==> config.mk <==
export PLATFORM = sky130hd
export DESIGN_NAME = rv_core
export DESIGN_NICKNAME = d
export VERILOG_FILES = /design/src/logic/rv_pkg.sv /design/src/logic/rv_core.sv /design/src/logic/rv_decode.sv /design/src/logic/rv_execute.sv /design/src/logic/rv_fetch.sv /design/src/logic/rv_gpr.sv /design/src/logic/rv_lsu.sv /design/src/logic/rv_mem_arb.sv
export SDC_FILE = /design/constraint.sdc
export NUM_CORES = 2
export LEC_CHECK = 0
export ABC_AREA = 0
export BUFFER_PORTS_ARGS = -buffer_cell sky130_fd_sc_hd__buf_2
export CORE_ASPECT_RATIO = 1.25
export CORE_MARGIN = 5
export CORE_UTILIZATION = 41
export DETAILED_ROUTE_END_ITERATION = 10
export PLACE_DENSITY = 0.59
export SYNTH_ARGS = -nofsm -noshare
export SYNTH_HDL_FRONTEND = slang
export SYNTH_HIERARCHICAL = 1
export SYNTH_SLANG_ARGS = --single-unit
==> constraint.sdc <==
create_clock -name clk -period 7.65 [get_ports clk]
set_input_delay 0.3825 -clock clk [delete_from_list [all_inputs] [get_ports clk]]
set_output_delay 0.3825 -clock clk [all_outputs]
set_load 0.02 [all_outputs]
==> src/logic/rv_pkg.sv <==
`default_nettype none

package rv_pkg;

  typedef logic [31:0] xlen_t;
  typedef logic [31:0] addr_t;
  typedef logic [4:0]  reg_idx_t;
  typedef logic [6:0]  opcode_t;

  localparam addr_t RESET_PC = 32'h0000_0000;

  // Base opcodes
  localparam opcode_t OP_LUI    = 7'b0110111;
  localparam opcode_t OP_IMM    = 7'b0010011;
  localparam opcode_t OP_REG    = 7'b0110011;
  localparam opcode_t OP_LOAD   = 7'b0000011;
  localparam opcode_t OP_STORE  = 7'b0100011;
  localparam opcode_t OP_BRANCH = 7'b1100011;
  localparam opcode_t OP_JAL    = 7'b1101111;
  localparam opcode_t OP_SYSTEM = 7'b1110011;

  localparam logic [2:0] F3_ADD = 3'b000;
  localparam logic [2:0] F3_W   = 3'b010;
  localparam logic [2:0] F3_BEQ = 3'b000;
  localparam logic [2:0] F3_BNE = 3'b001;
  localparam logic [6:0] F7_ADD = 7'h00;
  localparam logic [6:0] F7_SUB = 7'h20;
  localparam xlen_t INST_EBREAK = 32'h0010_0073;

  typedef enum logic [1:0] {alu_add, alu_sub, alu_pass_b} alu_op_e;

  typedef enum logic [1:0] {fetch_idle, fetch_wait_resp, fetch_hold} fetch_state_e;
  typedef enum logic {exec_run, exec_wait_lsu} exec_state_e;
  typedef enum logic [1:0] {arb_idle, arb_busy_fetch, arb_busy_data} arb_state_e;

  typedef struct packed {
    addr_t addr;
    logic  we;
    xlen_t wdata;
  } mem_req_t;

  typedef struct packed {
    addr_t pc;
    xlen_t inst;
  } inst_pkt_t;

  typedef struct packed {
    addr_t    pc;
    xlen_t    a;
    xlen_t    b;
    xlen_t    rs2_val;
    xlen_t    imm;
    reg_idx_t rd;
    alu_op_e  alu_op;
    logic     is_load;
    logic     is_store;
    logic     is_branch;
    logic     branch_ne;
    logic     is_jal;
    logic     wb_en;
    logic     is_halt;
  } exec_op_t;

  typedef struct packed {
    addr_t addr;
    logic  we;
    xlen_t wdata;
  } lsu_req_t;

  typedef struct packed {
    addr_t    pc;
    addr_t    next_pc;
    reg_idx_t rd;
    logic     wb_en;
    xlen_t    wdata;
  } commit_t;

endpackage

`default_nettype wire

==> src/logic/rv_core.sv <==
`timescale 1ns/1ps
`default_nettype none

module rv_core (
  input  wire                     clk,
  input  wire                     arst_n,
  output logic                    mem_req_valid,
  output rv_pkg::mem_req_t        mem_req,
  input  wire                     mem_req_ready,
  input  wire                     mem_resp_valid,
  input  wire rv_pkg::xlen_t      mem_resp_rdata,
  output logic                    commit_valid,
  output rv_pkg::commit_t         commit,
  output logic                    halted
);

  // Register file ports
  rv_pkg::reg_idx_t  gpr_raddr1;
  rv_pkg::reg_idx_t  gpr_raddr2;
  rv_pkg::xlen_t     gpr_rdata1;
  rv_pkg::xlen_t     gpr_rdata2;
  logic              gpr_wen;
  rv_pkg::reg_idx_t  gpr_waddr;
  rv_pkg::xlen_t     gpr_wdata;

  // Stage hand-offs
  logic              inst_valid;
  rv_pkg::inst_pkt_t inst;
  logic              inst_ready;
  logic              op_valid;
  rv_pkg::exec_op_t  op;
  logic              op_ready;
  logic              redirect_valid;
  rv_pkg::addr_t     redirect_pc;

  logic              lsu_valid;
  rv_pkg::lsu_req_t  lsu_req;
  logic              lsu_ready;
  logic              lsu_done;
  rv_pkg::xlen_t     lsu_rdata;

  // Arbiter side buses
  logic              imem_req_valid;
  rv_pkg::mem_req_t  imem_req;
  logic              imem_req_ready;
  logic              imem_resp_valid;
  rv_pkg::xlen_t     imem_resp_rdata;
  logic              dmem_req_valid;
  rv_pkg::mem_req_t  dmem_req;
  logic              dmem_req_ready;
  logic              dmem_resp_valid;
  rv_pkg::xlen_t     dmem_resp_rdata;

  rv_gpr u_gpr (
    .clk(clk), .arst_n(arst_n),
    .raddr1(gpr_raddr1), .raddr2(gpr_raddr2),
    .rdata1(gpr_rdata1), .rdata2(gpr_rdata2),
    .wen(gpr_wen), .waddr(gpr_waddr), .wdata(gpr_wdata)
  );

  rv_fetch u_fetch (
    .clk(clk), .arst_n(arst_n),
    .imem_req_valid(imem_req_valid), .imem_req(imem_req),
    .imem_req_ready(imem_req_ready),
    .imem_resp_valid(imem_resp_valid), .imem_resp_rdata(imem_resp_rdata),
    .inst_valid(inst_valid), .inst(inst), .inst_ready(inst_ready),
    .redirect_valid(redirect_valid), .redirect_pc(redirect_pc),
    .halt(halted)
  );

  rv_decode u_decode (
    .inst_valid(inst_valid), .inst(inst), .inst_ready(inst_ready),
    .gpr_raddr1(gpr_raddr1), .gpr_raddr2(gpr_raddr2),
    .gpr_rdata1(gpr_rdata1), .gpr_rdata2(gpr_rdata2),
    .op_valid(op_valid), .op(op), .op_ready(op_ready)
  );

  rv_execute u_execute (
    .clk(clk), .arst_n(arst_n),
    .op_valid(op_valid), .op(op), .op_ready(op_ready),
    .lsu_valid(lsu_valid), .lsu_req(lsu_req), .lsu_ready(lsu_ready),
    .lsu_done(lsu_done), .lsu_rdata(lsu_rdata),
    .gpr_wen(gpr_wen), .gpr_waddr(gpr_waddr), .gpr_wdata(gpr_wdata),
    .redirect_valid(redirect_valid), .redirect_pc(redirect_pc),
    .commit_valid(commit_valid), .commit(commit), .halted(halted)
  );

  rv_lsu u_lsu (
    .clk(clk), .arst_n(arst_n),
    .lsu_valid(lsu_valid), .lsu_req(lsu_req), .lsu_ready(lsu_ready),
    .lsu_done(lsu_done), .lsu_rdata(lsu_rdata),
    .dmem_req_valid(dmem_req_valid), .dmem_req(dmem_req),
    .dmem_req_ready(dmem_req_ready),
    .dmem_resp_valid(dmem_resp_valid), .dmem_resp_rdata(dmem_resp_rdata)
  );

  rv_mem_arb u_mem_arb (
    .clk(clk), .arst_n(arst_n),
    .fetch_req_valid(imem_req_valid), .fetch_req(imem_req),
    .fetch_req_ready(imem_req_ready),
    .fetch_resp_valid(imem_resp_valid), .fetch_resp_rdata(imem_resp_rdata),
    .data_req_valid(dmem_req_valid), .data_req(dmem_req),
    .data_req_ready(dmem_req_ready),
    .data_resp_valid(dmem_resp_valid), .data_resp_rdata(dmem_resp_rdata),
    .mem_req_valid(mem_req_valid), .mem_req(mem_req),
    .mem_req_ready(mem_req_ready),
    .mem_resp_valid(mem_resp_valid), .mem_resp_rdata(mem_resp_rdata)
  );

endmodule

`default_nettype wire

==> src/logic/rv_decode.sv <==
`timescale 1ns/1ps
`default_nettype none

module rv_decode (
  input  wire                     inst_valid,
  input  wire rv_pkg::inst_pkt_t  inst,
  output logic                    inst_ready,
  output rv_pkg::reg_idx_t        gpr_raddr1,
  output rv_pkg::reg_idx_t        gpr_raddr2,
  input  wire rv_pkg::xlen_t      gpr_rdata1,
  input  wire rv_pkg::xlen_t      gpr_rdata2,
  output logic                    op_valid,
  output rv_pkg::exec_op_t        op,
  input  wire                     op_ready
);

  rv_pkg::xlen_t    iw;
  rv_pkg::opcode_t  opcode;
  rv_pkg::reg_idx_t rd;
  logic [2:0]       funct3;
  logic [6:0]       funct7;
  rv_pkg::xlen_t    imm_i;
  rv_pkg::xlen_t    imm_s;
  rv_pkg::xlen_t    imm_b;
  rv_pkg::xlen_t    imm_u;
  rv_pkg::xlen_t    imm_j;
  logic             wb;

  assign iw     = inst.inst;
  assign opcode = iw[6:0];
  assign rd     = iw[11:7];
  assign funct3 = iw[14:12];
  assign funct7 = iw[31:25];

  assign gpr_raddr1 = iw[19:15];
  assign gpr_raddr2 = iw[24:20];

  assign imm_i = {{20{iw[31]}}, iw[31:20]};
  assign imm_s = {{20{iw[31]}}, iw[31:25], iw[11:7]};
  assign imm_b = {{19{iw[31]}}, iw[31], iw[7], iw[30:25], iw[11:8], 1'b0};
  assign imm_u = {iw[31:12], 12'b0};
  assign imm_j = {{11{iw[31]}}, iw[31], iw[19:12], iw[20], iw[30:21], 1'b0};

  always_comb begin
    op.pc        = inst.pc;
    op.a         = gpr_rdata1;
    op.b         = imm_i;
    op.rs2_val   = gpr_rdata2;
    op.imm       = imm_i;
    op.rd        = rd;
    op.alu_op    = rv_pkg::alu_add;
    op.is_load   = 1'b0;
    op.is_store  = 1'b0;
    op.is_branch = 1'b0;
    op.branch_ne = 1'b0;
    op.is_jal    = 1'b0;
    op.is_halt   = 1'b0;
    wb           = 1'b0;
    case (opcode)
      rv_pkg::OP_LUI: begin
        op.a      = '0;
        op.b      = imm_u;
        op.alu_op = rv_pkg::alu_pass_b;
        wb        = 1'b1;
      end
      rv_pkg::OP_IMM: begin
        wb = (funct3 == rv_pkg::F3_ADD);
      end
      rv_pkg::OP_REG: begin
        op.b = gpr_rdata2;
        if (funct3 == rv_pkg::F3_ADD && funct7 == rv_pkg::F7_SUB) begin
          op.alu_op = rv_pkg::alu_sub;
        end
        wb = (funct3 == rv_pkg::F3_ADD) &&
             (funct7 == rv_pkg::F7_ADD || funct7 == rv_pkg::F7_SUB);
      end
      rv_pkg::OP_LOAD: begin
        op.is_load = (funct3 == rv_pkg::F3_W);
        wb         = op.is_load;
      end
      rv_pkg::OP_STORE: begin
        op.b        = imm_s;
        op.imm      = imm_s;
        op.is_store = (funct3 == rv_pkg::F3_W);
      end
      rv_pkg::OP_BRANCH: begin
        // Equality test on the difference
        op.b         = gpr_rdata2;
        op.imm       = imm_b;
        op.alu_op    = rv_pkg::alu_sub;
        op.is_branch = (funct3 == rv_pkg::F3_BEQ || funct3 == rv_pkg::F3_BNE);
        op.branch_ne = (funct3 == rv_pkg::F3_BNE);
      end
      rv_pkg::OP_JAL: begin
        op.a      = inst.pc;
        op.b      = imm_j;
        op.imm    = imm_j;
        op.is_jal = 1'b1;
        wb        = 1'b1;
      end
      rv_pkg::OP_SYSTEM: begin
        op.is_halt = (iw == rv_pkg::INST_EBREAK);
      end
      default: begin
        wb = 1'b0;
      end
    endcase
    // No architectural write for rd == x0
    op.wb_en = wb && (rd != '0);
  end

  assign op_valid   = inst_valid;
  assign inst_ready = op_ready;

endmodule

`default_nettype wire

==> src/logic/rv_execute.sv <==
`timescale 1ns/1ps
`default_nettype none

module rv_execute (
  input  wire                     clk,
  input  wire                     arst_n,
  input  wire                     op_valid,
  input  wire rv_pkg::exec_op_t   op,
  output logic                    op_ready,
  output logic                    lsu_valid,
  output rv_pkg::lsu_req_t        lsu_req,
  input  wire                     lsu_ready,
  input  wire                     lsu_done,
  input  wire rv_pkg::xlen_t      lsu_rdata,
  output logic                    gpr_wen,
  output rv_pkg::reg_idx_t        gpr_waddr,
  output rv_pkg::xlen_t           gpr_wdata,
  output logic                    redirect_valid,
  output rv_pkg::addr_t           redirect_pc,
  output logic                    commit_valid,
  output rv_pkg::commit_t         commit,
  output logic                    halted
);

  rv_pkg::exec_state_e state;
  rv_pkg::xlen_t       alu_res;
  rv_pkg::xlen_t       wb_data;
  rv_pkg::addr_t       pc_plus4;
  rv_pkg::addr_t       next_pc;
  logic                op_fire;
  logic                is_mem;
  logic                taken;
  logic                in_lsu;

  always_comb begin
    case (op.alu_op)
      rv_pkg::alu_sub:    alu_res = op.a - op.b;
      rv_pkg::alu_pass_b: alu_res = op.b;
      default:            alu_res = op.a + op.b;
    endcase
  end

  assign pc_plus4 = op.pc + 32'd4;
  assign taken    = op.is_jal || (op.is_branch && ((alu_res == '0) != op.branch_ne));
  assign next_pc  = taken ? op.pc + op.imm : pc_plus4;
  assign wb_data  = op.is_jal ? pc_plus4 : alu_res;
  assign is_mem   = op.is_load || op.is_store;

  assign op_ready = (state == rv_pkg::exec_run) && !halted;
  assign op_fire  = op_valid && op_ready;
  assign in_lsu   = (state == rv_pkg::exec_wait_lsu);

  // Loads write back when the data returns
  assign gpr_wen   = (op_fire && op.wb_en && !is_mem) || (in_lsu && lsu_done && commit.wb_en);
  assign gpr_waddr = in_lsu ? commit.rd : op.rd;
  assign gpr_wdata = in_lsu ? lsu_rdata : wb_data;

  assign redirect_valid = commit_valid;
  assign redirect_pc    = commit.next_pc;

  always_ff @(posedge clk or negedge arst_n) begin
    if (!arst_n) begin
      state        <= rv_pkg::exec_run;
      lsu_valid    <= 1'b0;
      commit_valid <= 1'b0;
      halted       <= 1'b0;
    end else begin
      commit_valid <= 1'b0;
      if (lsu_valid && lsu_ready) begin
        lsu_valid <= 1'b0;
      end
      case (state)
        rv_pkg::exec_run: begin
          if (op_fire && is_mem) begin
            lsu_valid <= 1'b1;
            state     <= rv_pkg::exec_wait_lsu;
          end else if (op_fire) begin
            commit_valid <= 1'b1;
            halted       <= op.is_halt;
          end
        end
        default: begin
          if (lsu_done) begin
            commit_valid <= 1'b1;
            state        <= rv_pkg::exec_run;
          end
        end
      endcase
    end
  end

  always_ff @(posedge clk) begin
    if (op_fire) begin
      commit.pc      <= op.pc;
      commit.next_pc <= next_pc;
      commit.rd      <= op.rd;
      commit.wb_en   <= op.wb_en;
      commit.wdata   <= wb_data;
      lsu_req.addr   <= alu_res;
      lsu_req.we     <= op.is_store;
      lsu_req.wdata  <= op.rs2_val;
    end else if (in_lsu && lsu_done && commit.wb_en) begin
      commit.wdata <= lsu_rdata;
    end
  end

endmodule

`default_nettype wire

==> src/logic/rv_fetch.sv <==
`timescale 1ns/1ps
`default_nettype none

module rv_fetch (
  input  wire                     clk,
  input  wire                     arst_n,
  output logic                    imem_req_valid,
  output rv_pkg::mem_req_t        imem_req,
  input  wire                     imem_req_ready,
  input  wire                     imem_resp_valid,
  input  wire rv_pkg::xlen_t      imem_resp_rdata,
  output logic                    inst_valid,
  output rv_pkg::inst_pkt_t       inst,
  input  wire                     inst_ready,
  input  wire                     redirect_valid,
  input  wire rv_pkg::addr_t      redirect_pc,
  input  wire                     halt
);

  rv_pkg::fetch_state_e state;
  rv_pkg::addr_t        pc;
  rv_pkg::xlen_t        inst_q;
  logic                 req_pend;
  logic                 boot;

  assign imem_req_valid = (state == rv_pkg::fetch_wait_resp) && req_pend;
  assign imem_req.addr  = pc;
  assign imem_req.we    = 1'b0;
  assign imem_req.wdata = '0;

  assign inst_valid = (state == rv_pkg::fetch_hold);
  assign inst.pc    = pc;
  assign inst.inst  = inst_q;

  always_ff @(posedge clk or negedge arst_n) begin
    if (!arst_n) begin
      state    <= rv_pkg::fetch_idle;
      pc       <= rv_pkg::RESET_PC;
      req_pend <= 1'b0;
      boot     <= 1'b1;
    end else begin
      case (state)
        rv_pkg::fetch_idle: begin
          // First fetch needs no redirect
          if (boot || redirect_valid) begin
            boot <= 1'b0;
            if (redirect_valid) begin
              pc <= redirect_pc;
            end
            if (!halt) begin
              req_pend <= 1'b1;
              state    <= rv_pkg::fetch_wait_resp;
            end
          end
        end
        rv_pkg::fetch_wait_resp: begin
          if (imem_req_valid && imem_req_ready) begin
            req_pend <= 1'b0;
          end
          if (imem_resp_valid) begin
            state <= rv_pkg::fetch_hold;
          end
        end
        default: begin
          if (inst_ready) begin
            state <= rv_pkg::fetch_idle;
          end
        end
      endcase
    end
  end

  always_ff @(posedge clk) begin
    if (state == rv_pkg::fetch_wait_resp && imem_resp_valid) begin
      inst_q <= imem_resp_rdata;
    end
  end

endmodule

`default_nettype wire

==> src/logic/rv_gpr.sv <==
`timescale 1ns/1ps
`default_nettype none

module rv_gpr (
  input  wire                     clk,
  input  wire                     arst_n,
  input  wire rv_pkg::reg_idx_t   raddr1,
  input  wire rv_pkg::reg_idx_t   raddr2,
  output rv_pkg::xlen_t           rdata1,
  output rv_pkg::xlen_t           rdata2,
  input  wire                     wen,
  input  wire rv_pkg::reg_idx_t   waddr,
  input  wire rv_pkg::xlen_t      wdata
);

  rv_pkg::xlen_t regs [32];

  // x0 is never written so it keeps its reset value
  always_ff @(posedge clk or negedge arst_n) begin
    if (!arst_n) begin
      for (int i = 0; i < 32; i++) begin
        regs[i] <= '0;
      end
    end else if (wen && waddr != '0) begin
      regs[waddr] <= wdata;
    end
  end

  assign rdata1 = regs[raddr1];
  assign rdata2 = regs[raddr2];

endmodule

`default_nettype wire

==> src/logic/rv_lsu.sv <==
`timescale 1ns/1ps
`default_nettype none

module rv_lsu (
  input  wire                     clk,
  input  wire                     arst_n,
  input  wire                     lsu_valid,
  input  wire rv_pkg::lsu_req_t   lsu_req,
  output logic                    lsu_ready,
  output logic                    lsu_done,
  output rv_pkg::xlen_t           lsu_rdata,
  output logic                    dmem_req_valid,
  output rv_pkg::mem_req_t        dmem_req,
  input  wire                     dmem_req_ready,
  input  wire                     dmem_resp_valid,
  input  wire rv_pkg::xlen_t      dmem_resp_rdata
);

  rv_pkg::lsu_req_t req_q;
  logic             busy;

  assign lsu_ready = !busy;

  // Word accesses only
  assign dmem_req.addr  = {req_q.addr[31:2], 2'b00};
  assign dmem_req.we    = req_q.we;
  assign dmem_req.wdata = req_q.wdata;

  always_ff @(posedge clk or negedge arst_n) begin
    if (!arst_n) begin
      busy           <= 1'b0;
      dmem_req_valid <= 1'b0;
      lsu_done       <= 1'b0;
    end else begin
      lsu_done <= 1'b0;
      if (lsu_valid && lsu_ready) begin
        busy           <= 1'b1;
        dmem_req_valid <= 1'b1;
      end
      if (dmem_req_valid && dmem_req_ready) begin
        dmem_req_valid <= 1'b0;
      end
      if (busy && dmem_resp_valid) begin
        busy     <= 1'b0;
        lsu_done <= 1'b1;
      end
    end
  end

  always_ff @(posedge clk) begin
    if (lsu_valid && lsu_ready) begin
      req_q <= lsu_req;
    end
    if (busy && dmem_resp_valid) begin
      lsu_rdata <= dmem_resp_rdata;
    end
  end

endmodule

`default_nettype wire

==> src/logic/rv_mem_arb.sv <==
`timescale 1ns/1ps
`default_nettype none

module rv_mem_arb (
  input  wire                     clk,
  input  wire                     arst_n,
  input  wire                     fetch_req_valid,
  input  wire rv_pkg::mem_req_t   fetch_req,
  output logic                    fetch_req_ready,
  output logic                    fetch_resp_valid,
  output rv_pkg::xlen_t           fetch_resp_rdata,
  input  wire                     data_req_valid,
  input  wire rv_pkg::mem_req_t   data_req,
  output logic                    data_req_ready,
  output logic                    data_resp_valid,
  output rv_pkg::xlen_t           data_resp_rdata,
  output logic                    mem_req_valid,
  output rv_pkg::mem_req_t        mem_req,
  input  wire                     mem_req_ready,
  input  wire                     mem_resp_valid,
  input  wire rv_pkg::xlen_t      mem_resp_rdata
);

  rv_pkg::arb_state_e state;
  logic               idle;
  logic               sel_data;
  logic               hold_q;
  logic               hold_data_q;

  // A stalled request keeps its grant until accepted
  assign idle     = (state == rv_pkg::arb_idle);
  assign sel_data = hold_q ? hold_data_q : data_req_valid;

  assign mem_req_valid   = idle && (data_req_valid || fetch_req_valid);
  assign mem_req         = sel_data ? data_req : fetch_req;
  assign data_req_ready  = idle && sel_data && mem_req_ready;
  assign fetch_req_ready = idle && !sel_data && mem_req_ready;

  assign fetch_resp_valid = (state == rv_pkg::arb_busy_fetch) && mem_resp_valid;
  assign data_resp_valid  = (state == rv_pkg::arb_busy_data) && mem_resp_valid;
  assign fetch_resp_rdata = mem_resp_rdata;
  assign data_resp_rdata  = mem_resp_rdata;

  always_ff @(posedge clk or negedge arst_n) begin
    if (!arst_n) begin
      state       <= rv_pkg::arb_idle;
      hold_q      <= 1'b0;
      hold_data_q <= 1'b0;
    end else if (idle) begin
      hold_q      <= mem_req_valid && !mem_req_ready;
      hold_data_q <= sel_data;
      if (mem_req_valid && mem_req_ready && sel_data) begin
        state <= rv_pkg::arb_busy_data;
      end else if (mem_req_valid && mem_req_ready) begin
        state <= rv_pkg::arb_busy_fetch;
      end
    end else if (mem_resp_valid) begin
      state <= rv_pkg::arb_idle;
    end
  end

endmodule

`default_nettype wire

==> summary.txt <==
Clock Path Buffers -> 3
CP max stage delay -> 0.60 ns
Failing checks -> negative setup slack
Cell Area, Synth -> 77,400 um^2
DRC viols -> 0
Switching share of power -> 24.7%
Multi-input gate area -> 37,500 um^2
WL final -> 272 mm
WL/cell -> 29.0 um
Worst-Margin Slew -> 1.36 ns
DRT Pass-1 Iters -> 7
TritonCTS Sinks -> 1,363
Via/cell ratio -> 5.99
Gpl congestion -> 0.966
Core ar. -> 188,000 um^2
Min cycle time layout -> 7.70 ns
Power, Total -> 15.6 mW
Final worst-path cycle share -> 101%
Layout Skew -> 0.0367 ns
Crit path arrival time -> 8.35 ns
Clk_lat worst skew -> 0.81 ns
First-pass GRT wire length -> 391 mm
Critical Path Source Type -> flop
Share of cells above drive strength 1 -> 32.4%
Crit Path Class -> reg2reg
Max cap viols -> 0
Setup crit end kind -> flop
GR Overflow Total -> 0
Status -> finished, violations left
Worst slew margin -> 9.16%
Finished Layout Cells -> 9,387
Clk root buf -> clkbuf_16
Largest net degree at the start of global routing -> 169
# rows -> 178
Sequential Power Share -> 49.3%
Most common cell on crit path -> buf_4
Syn Inst Count -> 6,589
Commonest non-fill, non-tap cell in the layout -> dfrtp_1
R2R Setup Slk -> -0.05 ns
Internal -> 11.8 mW
CP Max Fanout -> 32
Clk pwr share -> 43.6%
Critical path required time -> 8.30 ns
Die height -> 496 um
Pwr dens -> 178 nW/um^2
Number of DRC markers in iteration 0 -> 4,715
Die span in x -> 399 um
RSZ-0062 raised after global routing -> true
Post-Place Setup Slack -> -0.366 ns
Inserted Clock Buffers -> 139
Cells after DPL -> 9,050
Max IR drop VDD -> 0.253 mV
Final Setup Violations -> 12
Most frequent cells in the layout -> dfrtp_1 (1,069), mux2_2 (1,062), mux2i_1 (1,059), buf_4 (470), nand2_1 (371)
Gate power share -> 7.1%
CTS H-tree lvls -> 4
Critical-path top delay cell -> or4_4
Final Slew Violations -> 0
F_max -> 130 MHz
Worst hold slack -> 0.0711 ns
Vias in the first global route -> 56,775
Die footprint -> 198,000 um^2
Leakage -> 41.4 nW
CTS tree -> built
Post-route ant nets -> 0
GRT Total Usage -> 26.7%
Ports -> 206
Final-report hold violation count -> 0
Tightest Hold Check Type -> in2reg
Worst setup margin -> -0.0450 ns
FILL cells -> 17,163
Final #Nets -> 6,853
Ys Warns -> 6
Switch Pwr -> 3.86 mW
Fin util -> 46.6%
Clk slew on worst S/H paths -> 0.07 ns
Avg Synthesized Cell Area -> 11.8 um^2
Area Growth Syn to Fin -> 13.2%
Initial antenna violation count -> 7
Register Area -> 35,600 um^2
Post-DP HPWL -> 177 mm
IO Port Bufs -> 205
Initial Util -> 41.2%
Vias after detailed routing -> 56,205
==> repair_timing <==
item / 4_1_cts / 5_1_grt
gates resized for setup: 49 / 65
pin swaps: 17 / 34
cloned: 3 / 7
endpoints found under the setup margin: 32 / 60
hold buffers: 34 / 0
setup buffers: 13 / 25
hold endpoints to repair: 134 / 0
==> state kept, by name, summed over array words and instances, names as in the netlist, 2 cells and up <==
signal / flops
u_execute/commit: 70
u_execute/lsu_req: 63
u_execute/redirect_pc: 32
u_fetch/inst_q: 32
u_fetch/pc: 32
u_fetch/state: 2
u_gpr/regs: 1024
u_lsu/dmem_req: 63
u_lsu/lsu_rdata: 32
u_mem_arb/state: 2
==> per-stage QoR <==
stage,setup TNS [ns],instance area (um^2)
detailed placement,-5.34,81700
global placement,-2.46,81700
finish,-0.244,87600
floorplan,0,77600
CTS,0,87000
global route,-4.76,87600
==> per-layer routing <==
layer | vias up | global-route usage (%) | part of all wire (%)
li1 | 24344 | - | -
met1 | 29001 | 32.9 | 40
met2 | 2181 | 44.8 | 48
met3 | 677 | 4.31 | 6.0
met4 | 2 | 15.0 | 6.3
met5 | - | 0 | 0.0051
==> path summary, 6_finish.rpt <==
path,from,to,cells past startpoint
min in group asynchronous,arst_n,u_gpr/regs[359],2
min reg2reg,u_gpr/regs[1007],u_gpr/regs[1007],0
min,mem_resp_rdata[23],u_lsu/lsu_rdata[23],1
max reg2reg,u_fetch/inst_q[22],u_execute/redirect_pc[5],29
max in group asynchronous,arst_n,u_gpr/regs[409],4
max,u_fetch/inst_q[22],u_execute/redirect_pc[5],29
==> worst max-delay path, delay by kind of cell (launching register included) <==
family          cells  cell delay, ns
compound gates      8            2.43
xor+xnor            1            0.14
fa+ha+maj           1            0.31
buf+inv             9            1.69
flops               1            0.40
mux                 1            0.19
simple gates        9            2.32
==> layout make-up <==
cell class,instances,share of cell area [%]
antenna,8,0.0228
inverter,30,0.134
clock buffer,199,4.58
clock inverter,50,0.517
multi-input combinational,4410,42.8
sequential,1363,40.6
timing repair buffer,807,7.76
tap,2520,3.60
==> power groups by stage <==
stage	sequential (mW)	clock, mW	combinational, mW
2_1_floorplan	7.68	0	0.930
3_3_place_gp	7.84	0	1.06
3_5_place_dp	7.84	0	1.08
4_1_cts	7.70	6.95	1.10
5_1_grt	7.71	7.23	1.20
6_report	7.70	6.81	1.11
(Power assumes the default switching activity.)
